$ cat src/rtl/burst_coal_cfg.svh
/* widths, FIFO depths, almost-full cutoffs and the idle timeout
   shared by the burst coalescer */
`ifndef BURST_COAL_CFG_SVH
`define BURST_COAL_CFG_SVH

// word address and Avalon burst count widths
`define BC_WORD_ADDR_W          16
`define BC_BURSTCOUNT_W         5

// bursts never cross a boundary of this many words, 2**(burstcount width - 1)
`define BC_MAX_BURST            (1 << (`BC_BURSTCOUNT_W - 1))

// the adder carry chain is cut here, never below the burst count width so
// that all words of one burst share the same upper half
`define BC_TESS_INDEX           (((`BC_WORD_ADDR_W / 2) < `BC_BURSTCOUNT_W) ? \
                                 `BC_BURSTCOUNT_W : (`BC_WORD_ADDR_W / 2))

`define BC_UPSTREAM_STALL_LAT   0       // cycles from almost-full to the last input valid
`define BC_REPEAT_DEPTH         32
`define BC_REPEAT_AF_CUTOFF     (`BC_UPSTREAM_STALL_LAT + 5)   // covers the words in flight
`define BC_CTRL_DEPTH           64
`define BC_CTRL_AF_CUTOFF       1       // the repeater writes in the same cycle it sees space
`define BC_TIMEOUT_CYCLES       8       // idle cycles before a held word is released

`endif

$ cat src/rtl/bc_addr_pkg.sv
/* address and burst count types */
`include "burst_coal_cfg.svh"

package bc_addr_pkg;

    // one memory word address, the byte offset is added outside the coalescer
    typedef logic [`BC_WORD_ADDR_W-1:0] word_addr_t;

    // Avalon burst count, a value of 1 means a single word
    typedef logic [`BC_BURSTCOUNT_W-1:0] burstcount_t;

endpackage

$ cat src/rtl/bc_ctrl_pkg.sv
/* state encodings of the burst builder and the repeater */
package bc_ctrl_pkg;

    // builder holds at most one word while waiting for the next one
    typedef enum logic {
        CAPT_EMPTY,
        CAPT_HELD
    } capt_state_e;

    // repeater is idle on the first copy of every burst
    typedef enum logic {
        REP_IDLE,
        REP_IN_BURST
    } rep_state_e;

endpackage

$ cat src/rtl/word_addr_adder.sv
/* two-stage split adder for base address plus offset */
`timescale 1ns/1ps
`include "burst_coal_cfg.svh"

module word_addr_adder
    import bc_addr_pkg::*;
(
    input  logic                                    clock,
    input  logic                                    aclrn,
    input  logic                                    i_valid,
    input  word_addr_t                              i_base_addr,
    input  logic [1:0]                              i_add_to_base_addr,
    output logic                                    o_valid,      // aligned with o_addr_lo
    output logic [`BC_TESS_INDEX-1:0]               o_addr_lo,
    output logic [`BC_WORD_ADDR_W-1:`BC_TESS_INDEX] o_addr_hi     // one cycle after o_addr_lo
);

    localparam int HI_W = `BC_WORD_ADDR_W - `BC_TESS_INDEX;

    logic [`BC_TESS_INDEX:0] sum_lo;     // low half of the sum, top bit is the carry out
    logic [HI_W-1:0]         base_hi;    // upper half of the base, waiting for the carry

    // valid tracks the low half so the builder can start comparing early
    always_ff @(posedge clock or negedge aclrn) begin
        if (!aclrn) begin
            o_valid <= 1'b0;
        end else begin
            o_valid <= i_valid;
        end
    end

    always_ff @(posedge clock) begin
        // first stage adds the offset into the low half only
        sum_lo  <= i_base_addr[`BC_TESS_INDEX-1:0] + (`BC_TESS_INDEX + 1)'(i_add_to_base_addr);
        base_hi <= i_base_addr[`BC_WORD_ADDR_W-1:`BC_TESS_INDEX];
        // second stage ripples the carry into the high half
        o_addr_hi <= base_hi + HI_W'(sum_lo[`BC_TESS_INDEX]);
    end

    assign o_addr_lo = sum_lo[`BC_TESS_INDEX-1:0];    // carry is kept internal

endmodule

$ cat src/rtl/burst_builder.sv
/* burst builder: word capture, split address compare, idle timeout
   and burst length accumulation */
`timescale 1ns/1ps
`include "burst_coal_cfg.svh"

module burst_builder
    import bc_addr_pkg::*;
    import bc_ctrl_pkg::*;
(
    input  logic                                    clock,
    input  logic                                    aclrn,
    input  logic                                    i_valid,
    input  logic [`BC_TESS_INDEX-1:0]               i_addr_lo,    // same cycle as i_valid
    input  logic [`BC_WORD_ADDR_W-1:`BC_TESS_INDEX] i_addr_hi,    // one cycle after i_valid
    input  logic                                    i_disable_timeout,
    output logic                                    o_burst_valid,
    output word_addr_t                              o_burst_addr,
    output burstcount_t                             o_burst_count
);

    localparam int BB   = $clog2(`BC_MAX_BURST);        // address bits inside one burst
    localparam int TO_W = $clog2(`BC_TIMEOUT_CYCLES);
    localparam int HI_W = `BC_WORD_ADDR_W - `BC_TESS_INDEX;

    ////////////////////////////////////////////////////////////////////
    // capture of the most recent word

    capt_state_e               capt_state;
    logic [`BC_TESS_INDEX-1:0] capt_lo;
    logic [BB-1:0]             capt_next_in_burst;   // low bits of the expected next word
    logic                      capt_not_at_bound;    // next word would still be inside the burst
    logic [HI_W-1:0]           capt_hi;
    logic [`BC_TESS_INDEX-1:0] capt_next_lo;
    logic                      late_valid;
    logic                      held;

    // compare and release pipeline
    logic                      cont_valid;           // stage 1, new word may extend the burst
    logic                      late_cont_valid;
    logic                      match_lo;             // stage 1, low half matches
    logic                      late_match;           // stage 2, full address matches
    logic                      coal_continue;
    logic                      late_done;
    logic [`BC_TESS_INDEX-1:0] late_capt_lo;
    logic                      coal_done;            // the old word leaves the capture
    word_addr_t                coal_addr;

    // timeout and accumulator
    logic [TO_W-1:0]           idle_cnt;
    logic                      timeout;
    logic                      add_one;
    logic                      load_next;            // next released word starts a new burst

    assign held = (capt_state == CAPT_HELD);

    always_ff @(posedge clock or negedge aclrn) begin
        if (!aclrn) begin
            capt_state <= CAPT_EMPTY;
        end else if (i_valid) begin
            capt_state <= CAPT_HELD;
        end else if (timeout) begin
            capt_state <= CAPT_EMPTY;    // the word was flushed on its own
        end
    end

    always_ff @(posedge clock) begin
        if (i_valid) begin
            capt_lo            <= i_addr_lo;
            capt_next_in_burst <= i_addr_lo[BB-1:0] + 1'b1;
            capt_not_at_bound  <= ~&i_addr_lo[BB-1:0];    // last word before the boundary
        end
        if (late_valid) begin
            capt_hi <= i_addr_hi;    // high half arrives one cycle behind
        end
        match_lo     <= (i_addr_lo == capt_next_lo);
        late_match   <= match_lo & (i_addr_hi == capt_hi);    // capt_hi still holds the old word
        late_capt_lo <= capt_lo;
        coal_addr    <= {capt_hi, late_capt_lo};
    end

    // bits above the burst field never change inside a burst
    assign capt_next_lo  = {capt_lo[`BC_TESS_INDEX-1:BB], capt_next_in_burst};
    assign coal_continue = late_match & late_cont_valid;

    ////////////////////////////////////////////////////////////////////
    // idle timeout, frozen while the control queue is well stocked

    assign timeout = held & ~i_valid & ~i_disable_timeout &
                     (idle_cnt == TO_W'(`BC_TIMEOUT_CYCLES - 1));

    always_ff @(posedge clock or negedge aclrn) begin
        if (!aclrn) begin
            idle_cnt <= '0;
        end else if (i_valid || !held) begin
            idle_cnt <= '0;
        end else if (!i_disable_timeout) begin
            idle_cnt <= idle_cnt + 1'b1;
        end
    end

    ////////////////////////////////////////////////////////////////////
    // burst accumulator, flushed when the released word does not continue

    always_ff @(posedge clock or negedge aclrn) begin
        if (!aclrn) begin
            late_valid      <= 1'b0;
            cont_valid      <= 1'b0;
            late_cont_valid <= 1'b0;
            late_done       <= 1'b0;
            coal_done       <= 1'b0;
            o_burst_valid   <= 1'b0;
            add_one         <= 1'b0;
            load_next       <= 1'b1;    // the very first word opens a burst
            o_burst_count   <= burstcount_t'(1);
        end else begin
            late_valid      <= i_valid;
            cont_valid      <= i_valid & held & capt_not_at_bound;
            late_cont_valid <= cont_valid;
            late_done       <= timeout | (i_valid & held);    // old word is done either way
            coal_done       <= late_done;
            o_burst_valid   <= coal_done & ~coal_continue;
            add_one         <= coal_done & coal_continue;
            if (coal_done) begin
                load_next <= ~coal_continue;
            end
            // the count seen with the write pulse is the old one
            if (o_burst_valid) begin
                o_burst_count <= burstcount_t'(1);
            end
            if (add_one) begin
                o_burst_count <= o_burst_count + 1'b1;
            end
        end
    end

    always_ff @(posedge clock) begin
        if (coal_done && load_next) begin
            o_burst_addr <= coal_addr;    // start address of the burst
        end
    end

endmodule

$ cat src/rtl/show_ahead_fifo.sv
/* show-ahead register FIFO with empty and almost-full flags */
`timescale 1ns/1ps

module show_ahead_fifo #(
    parameter int WIDTH     = 8,
    parameter int DEPTH     = 16,    // a power of two so the pointers wrap on their own
    parameter int AF_CUTOFF = 1      // almost-full once free space is at or below this
) (
    input  logic             clock,
    input  logic             aclrn,
    input  logic             i_wr_req,
    input  logic [WIDTH-1:0] i_wr_data,
    input  logic             i_rd_ack,     // pops the head, only while not empty
    output logic [WIDTH-1:0] o_rd_data,    // head entry, valid while not empty
    output logic             o_empty,
    output logic             o_almost_full
);

    localparam int PTR_W = $clog2(DEPTH);
    localparam int CNT_W = $clog2(DEPTH + 1);

    logic [WIDTH-1:0] mem [DEPTH];
    logic [PTR_W-1:0] wr_ptr;
    logic [PTR_W-1:0] rd_ptr;
    logic [CNT_W-1:0] count;    // occupancy, both flags derive from it

    always_ff @(posedge clock or negedge aclrn) begin
        if (!aclrn) begin
            wr_ptr <= '0;
            rd_ptr <= '0;
            count  <= '0;
        end else begin
            if (i_wr_req) wr_ptr <= wr_ptr + 1'b1;
            if (i_rd_ack) rd_ptr <= rd_ptr + 1'b1;
            if (i_wr_req && !i_rd_ack) begin
                count <= count + 1'b1;
            end else if (!i_wr_req && i_rd_ack) begin
                count <= count - 1'b1;
            end
        end
    end

    always_ff @(posedge clock) begin
        if (i_wr_req) begin
            mem[wr_ptr] <= i_wr_data;
        end
    end

    assign o_rd_data     = mem[rd_ptr];    // head is visible before the read
    assign o_empty       = (count == '0);  // one cycle after the first write
    assign o_almost_full = (count >= CNT_W'(DEPTH - AF_CUTOFF));

endmodule

$ cat src/rtl/burst_repeater.sv
/* repeater that writes one control entry per word of each burst */
`timescale 1ns/1ps

module burst_repeater
    import bc_addr_pkg::*;
    import bc_ctrl_pkg::*;
(
    input  logic        clock,
    input  logic        aclrn,
    input  logic        i_rep_empty,
    input  word_addr_t  i_rep_addr,
    input  burstcount_t i_rep_count,
    output logic        o_rep_rd_ack,       // pops the burst on its last copy
    input  logic        i_ctrl_almost_full,
    output logic        o_ctrl_wr_req,
    output word_addr_t  o_ctrl_addr,
    output burstcount_t o_ctrl_count
);

    rep_state_e  state;
    burstcount_t remaining;       // copies left, counting the one written now
    logic        remaining_eq_two;
    logic        go;              // a copy is written this cycle
    logic        is_last;

    assign go      = ~i_rep_empty & ~i_ctrl_almost_full;
    // a burst of one never enters the burst state and is popped at once
    assign is_last = (state == REP_IN_BURST) ? remaining_eq_two
                                             : (i_rep_count == burstcount_t'(1));

    assign o_rep_rd_ack  = go & is_last;
    assign o_ctrl_wr_req = go;           // write and state update share the cycle
    assign o_ctrl_addr   = i_rep_addr;   // every copy carries the burst start
    assign o_ctrl_count  = i_rep_count;

    always_ff @(posedge clock or negedge aclrn) begin
        if (!aclrn) begin
            state            <= REP_IDLE;
            remaining        <= '0;
            remaining_eq_two <= 1'b0;
        end else if (go) begin
            if (state == REP_IDLE) begin
                remaining        <= i_rep_count;
                remaining_eq_two <= (i_rep_count == burstcount_t'(2));
                if (i_rep_count != burstcount_t'(1)) state <= REP_IN_BURST;
            end else begin
                remaining        <= remaining - 1'b1;
                remaining_eq_two <= (remaining == burstcount_t'(3));    // true one copy ahead
                if (remaining_eq_two) state <= REP_IDLE;
            end
        end
    end

endmodule

$ cat src/rtl/ctrl_queue.sv
/* control FIFO with occupancy tracking and the timeout-disable flag */
`timescale 1ns/1ps
`include "burst_coal_cfg.svh"

module ctrl_queue
    import bc_addr_pkg::*;
(
    input  logic        clock,
    input  logic        aclrn,
    input  logic        i_wr_req,
    input  word_addr_t  i_wr_addr,
    input  burstcount_t i_wr_count,
    input  logic        i_rd_ack,
    output logic        o_empty,
    output word_addr_t  o_rd_addr,
    output burstcount_t o_rd_count,
    output logic        o_almost_full,
    output logic        o_disable_timeout    // queue at least half full
);

    localparam int OCC_W = $clog2(`BC_CTRL_DEPTH + 1);

    logic [1:0]       occ_update;    // +1, 0 or -1 in two's complement
    logic [OCC_W-1:0] occ;           // trails the FIFO by one cycle

    show_ahead_fifo #(
        .WIDTH     (`BC_BURSTCOUNT_W + `BC_WORD_ADDR_W),
        .DEPTH     (`BC_CTRL_DEPTH),
        .AF_CUTOFF (`BC_CTRL_AF_CUTOFF)
    ) u_fifo (
        .clock         (clock),
        .aclrn         (aclrn),
        .i_wr_req      (i_wr_req),
        .i_wr_data     ({i_wr_count, i_wr_addr}),
        .i_rd_ack      (i_rd_ack),
        .o_rd_data     ({o_rd_count, o_rd_addr}),
        .o_empty       (o_empty),
        .o_almost_full (o_almost_full)
    );

    // both or neither leave the count alone
    assign occ_update = (i_wr_req && !i_rd_ack) ? 2'b01 :
                        (!i_wr_req && i_rd_ack) ? 2'b11 : 2'b00;

    always_ff @(posedge clock or negedge aclrn) begin
        if (!aclrn) begin
            occ               <= '0;
            o_disable_timeout <= 1'b0;
        end else begin
            occ <= occ + {{(OCC_W - 1){occ_update[1]}}, occ_update[0]};
            // flag follows the tracked occupancy, set from half the queue upward
            o_disable_timeout <= (occ >= OCC_W'(`BC_CTRL_DEPTH / 2));
        end
    end

endmodule

$ cat src/rtl/burst_coalescer.sv
/* top level of the write-path burst coalescer, adder through
   control queue */
`timescale 1ns/1ps
`include "burst_coal_cfg.svh"

module burst_coalescer
    import bc_addr_pkg::*;
(
    input  logic        clock,
    input  logic        aclrn,
    input  logic        i_valid,
    input  word_addr_t  i_base_addr,
    input  logic [1:0]  i_add_to_base_addr,
    output logic        o_almost_full,        // repeat FIFO is nearly full, upstream must stop
    output logic        o_ctrl_empty,
    input  logic        i_ctrl_rd_ack,
    output word_addr_t  o_word_address,
    output burstcount_t o_burstcount,
    output logic        o_disable_timeout
);

    // adder to builder
    logic                                    addr_valid;
    logic [`BC_TESS_INDEX-1:0]               addr_lo;
    logic [`BC_WORD_ADDR_W-1:`BC_TESS_INDEX] addr_hi;

    // builder to repeat FIFO, written without a stall
    logic        burst_valid;
    word_addr_t  burst_addr;
    burstcount_t burst_count;

    // repeat FIFO to repeater
    logic        rep_empty;
    logic        rep_rd_ack;
    word_addr_t  rep_addr;
    burstcount_t rep_count;

    // repeater to control queue
    logic        ctrl_wr_req;
    word_addr_t  ctrl_addr;
    burstcount_t ctrl_count;
    logic        ctrl_almost_full;

    word_addr_adder u_adder (
        .clock (clock), .aclrn (aclrn),
        .i_valid (i_valid), .i_base_addr (i_base_addr), .i_add_to_base_addr (i_add_to_base_addr),
        .o_valid (addr_valid), .o_addr_lo (addr_lo), .o_addr_hi (addr_hi)
    );

    burst_builder u_builder (
        .clock (clock), .aclrn (aclrn),
        .i_valid (addr_valid), .i_addr_lo (addr_lo), .i_addr_hi (addr_hi),
        .i_disable_timeout (o_disable_timeout),
        .o_burst_valid (burst_valid), .o_burst_addr (burst_addr), .o_burst_count (burst_count)
    );

    // one entry per burst, the cutoff absorbs every word still in the pipeline
    show_ahead_fifo #(
        .WIDTH     (`BC_BURSTCOUNT_W + `BC_WORD_ADDR_W),
        .DEPTH     (`BC_REPEAT_DEPTH),
        .AF_CUTOFF (`BC_REPEAT_AF_CUTOFF)
    ) u_repeat_fifo (
        .clock (clock), .aclrn (aclrn),
        .i_wr_req (burst_valid), .i_wr_data ({burst_count, burst_addr}),
        .i_rd_ack (rep_rd_ack), .o_rd_data ({rep_count, rep_addr}),
        .o_empty (rep_empty), .o_almost_full (o_almost_full)
    );

    burst_repeater u_repeater (
        .clock (clock), .aclrn (aclrn),
        .i_rep_empty (rep_empty), .i_rep_addr (rep_addr), .i_rep_count (rep_count),
        .o_rep_rd_ack (rep_rd_ack), .i_ctrl_almost_full (ctrl_almost_full),
        .o_ctrl_wr_req (ctrl_wr_req), .o_ctrl_addr (ctrl_addr), .o_ctrl_count (ctrl_count)
    );

    ctrl_queue u_ctrl_queue (
        .clock (clock), .aclrn (aclrn),
        .i_wr_req (ctrl_wr_req), .i_wr_addr (ctrl_addr), .i_wr_count (ctrl_count),
        .i_rd_ack (i_ctrl_rd_ack), .o_empty (o_ctrl_empty),
        .o_rd_addr (o_word_address), .o_rd_count (o_burstcount),
        .o_almost_full (ctrl_almost_full), .o_disable_timeout (o_disable_timeout)
    );

endmodule

$ cat config.mk
export PLATFORM = sky130hd
export DESIGN_NAME = burst_coalescer
export DESIGN_NICKNAME = d
export VERILOG_FILES = /design/src/rtl/bc_addr_pkg.sv /design/src/rtl/bc_ctrl_pkg.sv /design/src/rtl/word_addr_adder.sv /design/src/rtl/burst_builder.sv /design/src/rtl/show_ahead_fifo.sv /design/src/rtl/burst_repeater.sv /design/src/rtl/ctrl_queue.sv /design/src/rtl/burst_coalescer.sv
export VERILOG_INCLUDE_DIRS = /design/src /design/src/rtl
export SDC_FILE = /design/constraint.sdc
export NUM_CORES = 2
export LEC_CHECK = 0
export BUFFER_PORTS_ARGS = -buffer_cell sky130_fd_sc_hd__buf_2
export CAP_MARGIN = 25
export CORE_MARGIN = 2
export CORE_UTILIZATION = 30
export DETAILED_ROUTE_END_ITERATION = 10
export PLACE_DENSITY_LB_ADDON = 0.08
export SYNTH_ARGS = -nofsm -noshare
export SYNTH_HDL_FRONTEND = slang
export SYNTH_HIERARCHICAL = 1
export SYNTH_SLANG_ARGS = --single-unit
$ cat constraint.sdc
create_clock -name clock -period 3.88 [get_ports clock]
set_clock_uncertainty 0.05 [all_clocks]
set_input_delay 1.164 -clock clock [delete_from_list [all_inputs] [get_ports clock]]
set_output_delay 1.164 -clock clock [all_outputs]
set_load 0.01 [all_outputs]
==> After elaboration in Yosys (flattened, before gate mapping) <==
Memory sizes are Yosys's and may differ from the RTL's.
Index checks and enable logic that the tools add are counted.
W data, S select, Z words.
{ "totals": {"mem_count": 2, "wordCells": 121, "latch_bits": 0, "out_inout_bits": 24, "romBits": 0, "in_bits": 22, "regBits": 156, "ramBits": 2016} }
{ "memory_table": {"columns": ["name", "depth", "word_bits", "read_ports", "rd_clocked_by_memory_dff", "wr", "line_no", "text"], "rows": [
  ["u_ctrl_queue.u_fifo.mem", 64, 21, 1, 0, 1, "show_ahead_fifo.sv:22", "logic [WIDTH-1:0] mem [DEPTH];"],
  ["u_repeat_fifo.mem", 32, 21, 1, 0, 1, "show_ahead_fifo.sv:22", null]
]} }
{ "op_classes": {"n_reduce_logical": 19, "n_bitwise": 17, "addsub": 15, "shift": 0, "n_lt_le_gt_ge": 3, "mul": 0, "n_eq_ne": 8, "muxes": 22, "div_mod_pow": 0} }
{ "op_table": {"columns": ["op", "n"], "rows": [
  ["$add A6 B1 Y6 const B", 3],
  ["$eq A8 B8 Y1", 2],
  ["$add A5 B1 Y5 const B", 3],
  ["$mux W5", 3],
  ["$ge A7 B6 Y1 const B", 2],
  ["$mux W7", 2],
  ["$mux W6", 2],
  ["$and A1 B1 Y1", 11],
  ["$mux W1", 11],
  ["$eq A5 B2 Y1 const B", 2],
  ["$add A8 B2 Y9", 1],
  ["$add A8 B1 Y8", 1],
  ["$reduce_bool A2 Y1", 4],
  ["$add A7 B1 Y7 const B", 1],
  ["$add A7 B7 Y7", 1],
  ["$logic_not A7 Y1", 1],
  ["$sub A7 B1 Y7 const B", 1],
  ["$ge A6 B5 Y1 const B", 1],
  ["$logic_not A1 Y1", 6],
  ["$logic_not A6 Y1", 1],
  ["$mux W3", 2],
  ["$sub A6 B1 Y6 const B", 1],
  ["$eq A5 B1 Y1 const B", 1],
  ["$logic_and A1 B1 Y1", 5],
  ["other kinds (11)", 16]
]} }

==> Longest topological paths before layout <==
{ "logic_depth": {"depth_word": 8, "depth_mapped": 19, "depth_no_buf": 15} }

==> Cells and area by module <==
Netlist, hierarchy kept.
{ "modules_own_cells": {"columns": ["module", "instances", "cells_each", "area_per_inst_um2", "seq_area_each_um2"], "rows": [
  ["show_ahead_fifo at u_ctrl_queue.u_fifo", 1, 2380, 52540.4, 40834.2],
  ["show_ahead_fifo at u_repeat_fifo", 1, 1326, 26616.8, 20579.7],
  ["burst_builder", 1, 148, 2536.2, 2059.5],
  ["word_addr_adder", 1, 73, 878.3, 525.5],
  ["burst_repeater", 1, 71, 608.1, 175.2],
  ["ctrl_queue", 1, 56, 575.6, 200.2]
]} }

==> Least setup slack after synthesis <==
OpenSTA, ideal clock, no wires.
{ "synth_path": {"kind": "reg2reg", "startpoint": "register u_repeat_fifo.rd_ptr[0]", "endpoint": "register u_repeat_fifo.count[5]", "t_arrival_ns": 3.743, "path_buffers": 2, "setup_ns": 0.126, "path_stages_with_launch": 17, "t_required_ns": 3.704, "setup_slack_ns": -0.038, "path_cell_list": "dfrtp_1 > buf_6 > buf_4 > mux4_2 > a22oi_1 > nand4_1 > nor4_1 > a22oi_1 > nor2_1 > inv_1 > ha_1 > inv_1 > ha_1 > or4_1 > o211ai_1 > nor3b_1 > xnor2_1"} }
{ "synth_between": {"elab_chain_cells": 7, "elab_cells_between_ends": 9, "classes_between": "1 x eq/ne; 2 x mux; 1 x bitwise; 4 x reduce/logical; 1 x memory"} }
{ "synth_rtl": {"columns": ["element", "line_no", "text"], "rows": [
  ["start: declaration", "show_ahead_fifo.sv:24", "logic [PTR_W-1:0] rd_ptr;"],
  ["start signal: assignment", "show_ahead_fifo.sv:34", "if (i_rd_ack) rd_ptr <= rd_ptr + 1'b1;"],
  ["$mem_v2 Z32 W21 (*)", null, null],
  ["via rep_count[3]", "burst_coalescer.sv:36", "burstcount_t rep_count;"],
  ["$eq A5 B1 Y1 (*)", "burst_repeater.sv:29", ": (i_rep_count == burstcount_t'(1));"],
  ["$mux W1 (*)", "burst_repeater.sv:28", "assign is_last = (state == REP_IN_BURST) ? remaining_eq_two"],
  ["$and A1 B1 Y1 (*)", "burst_repeater.sv:31", "assign o_rep_rd_ack = go & is_last;"],
  ["via rep_rd_ack", "burst_coalescer.sv:34", "logic rep_rd_ack;"],
  ["$logic_not A1 Y1", "show_ahead_fifo.sv:35", "if (i_wr_req && !i_rd_ack) begin"],
  ["$logic_and A1 B1 Y1", "show_ahead_fifo.sv:35", null],
  ["$mux W6 or $reduce_bool A2 Y1 (tied branches)", null, null],
  ["end signal: assignment", "show_ahead_fifo.sv:36", "count <= count + 1'b1;"],
  ["end signal: assignment", "show_ahead_fifo.sv:38", "count <= count - 1'b1;"],
  ["end: declaration", "show_ahead_fifo.sv:25", "logic [CNT_W-1:0] count;"]
]} }
Mark *: on every way through the listed nets, which the timed path passes. The rest lies on a longest branch.
A chain may end at the register's enable or synchronous reset.

==> Final worst setup path <==
{ "layout_path": {"startpoint": "register u_ctrl_queue.u_fifo.rd_ptr[0]", "endpoint": "output port o_word_address[3]"} }
{ "layout_between": {"elab_chain_cells": 1} }
{ "layout_rtl": {"columns": ["element", "line_no", "text"], "rows": [
  ["start: declaration", "show_ahead_fifo.sv:24", null],
  ["start signal: assignment", "show_ahead_fifo.sv:34", null],
  ["$mem_v2 Z64 W21", null, null],
  ["end: declaration", "burst_coalescer.sv:17", "output word_addr_t o_word_address,"]
]} }
Every way passes these cells.

==> impl_metrics.csv <==
group,metric,value,unit
place,hpwl,152,mm
clock_network,cts_made_buffers,243,
clock_network,tritoncts,"built",
synth,synth_area_leaders,"edfxtp_1 74%, mux4_2 9.1%, mux2i_1 4.0%",
synth,synth_edf_count,2053,
place,gp_congestion,0.764,
critical_path,worstPathCellList,"buf_12 > buf_12 > buf_12 > buf_6 > mux4_2 > mux2_4 > a221oi_4 > buf_6 > nor4_4 > buf_2",
synth,synth_top_family_by_area,"multiplexers",
clock_network,numClockSinks,2172,
sta,max_slew_margin,0.324,
pwr,clockPowerShare,0.278,
synth,syn_area,0.0838,mm2
final_layout,syn2layout_area_growth,23.0,%
global_routing,grt_pass1_vias,43500,
sta,fmax,210,MHz
synth,synthAdderAreaFrac,0.00565,
synth,yosys.area.top_type_share,0.736,
sta,timing.final.hold_violations,0,
clock_network,h-tree-depth,4,
drt,ant_nets,0,
die,dieWidth,532,um
synth,ys_ff_latch,2172,
synth,synth_area_per_cell,20.7,um2
synth,async_reset_ff_frac,0.0313,
critical_path,required,2670,ps
critical_path,path_buf_inv,6,
final_layout,drive_gt1_frac,0.343,
die,die_h,532,um
critical_path,crit_type,"flip-flop to primary output",
job,drv_cap,0,
synth,synth_compound_area_frac,0.0341,
die,ios,46,
critical_path,cpMostUsedCell,"buf_12",
synth,yosys_warnings,6,
die,start_util,0.302,
pwr,p_per_area,802,mW/mm2
synth,synth.area.mux_share,0.142,
sta,fin_ws,-873,ps
synth,syn-num-nets,4112,
final_layout,mostFrequentLayoutCell,"edfxtp_1",
final_layout,layout_common_cells,"2053 x edfxtp_1, 462 x buf_4, 337 x mux4_2",
run_status,status,"finished, violations left",
run_status,violations,"negative setup slack",
global_routing,grt_pass1_wl,354,mm
sta,setup_viol,21,
final_layout,final_core_util,0.372,
place,place_area,0.0922,mm2
sta,tightest_slew,1010,ps
sta,final-max-slew-violation-count,0,
pwr,total_leakage_power,33.5,nW
pwr,comb_power_share,0.350,
clock_network,ctsHoldBuffers,0,
die,core,0.277,mm2
synth,synthDistinctLibCells,77,
critical_path,crit_slowest_cell,"dfrtp_4",
critical_path,setup.worst_path.end_class,"primary output",
place,port_buffers,45,
global_routing,grtUsageTotal,0.176,
global_routing,grt_antenna_before_repair,9,
worst_hold_path,min_path_type,"input port to async pin",
drt,vias_per_cell,4.87,
critical_path,crit_fanout,5,
global_routing,grt_max_degree,68,
critical_path,worst_path_largest_cell_delay,490,ps
critical_path,crit_arrival,3540,ps
drt,drc,0,
sta,fin_crit_sh,1.22,
pwr,vdd_ir_drop_max,0.652,mV
drt,drtIter0Drc,3375,
die,die_area,0.283,mm2
final_layout,fin_nets,4765,
drt,drt-total-wl,253,mm
clock_network,cts-root-buf,"clkbuf_16",
sta,rsz0062_at_grt,"true",
synth,synth_xor_area_frac,0.00732,
sta,whs,194,ps
clock_network,clk_pin_slew,60,ps
pwr,sequentialPowerShare,0.372,
synth,synth_top_flop_cell,"edfxtp_1",
sta,fin_crit,4750,ps
critical_path,start_kind,"flip-flop",
die,num_rows,193,
drt,dr_total_vias,42000,
drt,wire_per_inst,29.3,um
pwr,switching_share,0.331,
pwr,switchingPower,27.3,mW
global_routing,grt_overflow,0,
clock_network,clock_path_buffers,4,
synth,synth_top_area_cell,"edfxtp_1",
final_layout,design_area,0.103,mm2
critical_path,crit_family,"buffers and inverters",
synth,synthSimpleGateAreaFrac,0.0232,
pwr,p_total,82.6,mW
clock_network,clk_latency,910,ps
pwr,internal-power,55.2,mW
drt,first_pass_iters,5,
synth,seq_area_frac_synth,0.769,
synth,netlist_instances,4054,
state kept, by name, summed over array words and instances (netlist names), 7 cells and up:
register / count
u_builder/capt_lo: 8
u_repeat_fifo/mem: 672
u_ctrl_queue/occ: 7
u_builder/capt_hi: 8
u_ctrl_queue/u_fifo/count: 7
u_adder/o_addr_hi: 8
u_builder/late_capt_lo: 8
u_builder/coal_addr: 16
u_adder/sum_lo: 9
u_adder/base_hi: 8
u_builder/o_burst_addr: 16
u_ctrl_queue/u_fifo/mem: 1344
through the flow:
step                std cells  TNS (ps)  setup slack [ps]
CTS                      8591    -18860             -1010
global route             8613    -18930              -970
finish                   8621    -16480              -873
floorplan                4054         0              39.7
detailed placement       8057     -7360              -716
global placement         8056     -7580              -709
cell usage after synthesis, types with 5 or more instances:
cell	number
a22oi_1	129
nor3_1	9
mux2_2	83
buf_2	63
nor2_1	120
nand2b_1	8
xor2_1	21
a21oi_1	13
edfxtp_1	2053
buf_6	30
and3_1	9
clkbuf_1	102
mux4_2	337
mux2i_1	338
nor3b_1	5
a21o_1	8
nand4_1	36
xnor2_1	49
inv_1	20
nor2b_1	12
o21ai_0	25
o221ai_1	82
nand2_1	51
nand3b_1	5
a31oi_1	5
ha_1	33
nor4_1	26
buf_4	52
nand3_1	60
dfrtp_1	66
a221oi_1	78
dfxtp_1	51
cell type report:
type	count	area, um2
sequential	2172	64400
timing repair buffer	662	6490
fill	25600	174000
clock inverter	122	1140
clock buffer	323	6750
tap	3705	4640
inverter	22	87.6
multi-input combinational	1606	19500
antenna	9	22.5
routing by layer:
metal | GRT usage | vias to the layer above | wire length (um)
li1 | - | 18200 | -
met1 | 0.238 | 22800 | 112000
met2 | 0.301 | 708 | 126000
met3 | 0.0212 | 331 | 8870
met4 | 0.0394 | 0 | 6280
met5 | 0 | - | 0
final timing paths:
| check | start | to | slack, ps | depth (start not counted) |
|---|---|---|---|---|
| setup / recovery | u_ctrl_queue/u_fifo/rd_ptr[0] | o_word_address[3] | -870 | 10 |
| min in group clock | u_builder/late_capt_lo[4] | u_builder/coal_addr[4] | 280 | 0 |
| max in group asynchronous | aclrn | u_repeat_fifo/rd_ptr[0] | 2990 | 2 |
| hold reg to reg | u_builder/late_capt_lo[4] | u_builder/coal_addr[4] | 280 | 0 |
| hold / removal | aclrn | u_builder/o_burst_count[4] | 190 | 1 |
| setup reg to reg | u_repeat_fifo/rd_ptr[0] | u_repeat_fifo/count[5] | 60 | 17 |
power groups by stage:
stage | combinational, mW | clock (mW) | sequential, mW
final | 28.9 | 22.9 | 30.7
after detailed placement | 25.9 | 0 | 31.3
after global routing | 30.6 | 24.5 | 30.8
after floorplan | 13.2 | 0 | 30.8
after CTS | 29.2 | 23.6 | 30.7
after global placement | 25.9 | 0 | 31.2
logic make-up after synthesis:
logic type | count (synthesis)
mux | 758
flops | 2172
compound gates | 364
buf+inv | 277
xor+xnor | 70
fa+ha+maj | 36
simple gates | 377
what timing repair did:
item | CTS | global route
gates resized for setup | 272 | 49
pin swaps | 46 | 38
setup buffers | 87 | 26
gates cloned | 7 | 1
setup endpoints to repair | 27 | 32
Note: power is estimated with default switching activity, not from simulation.
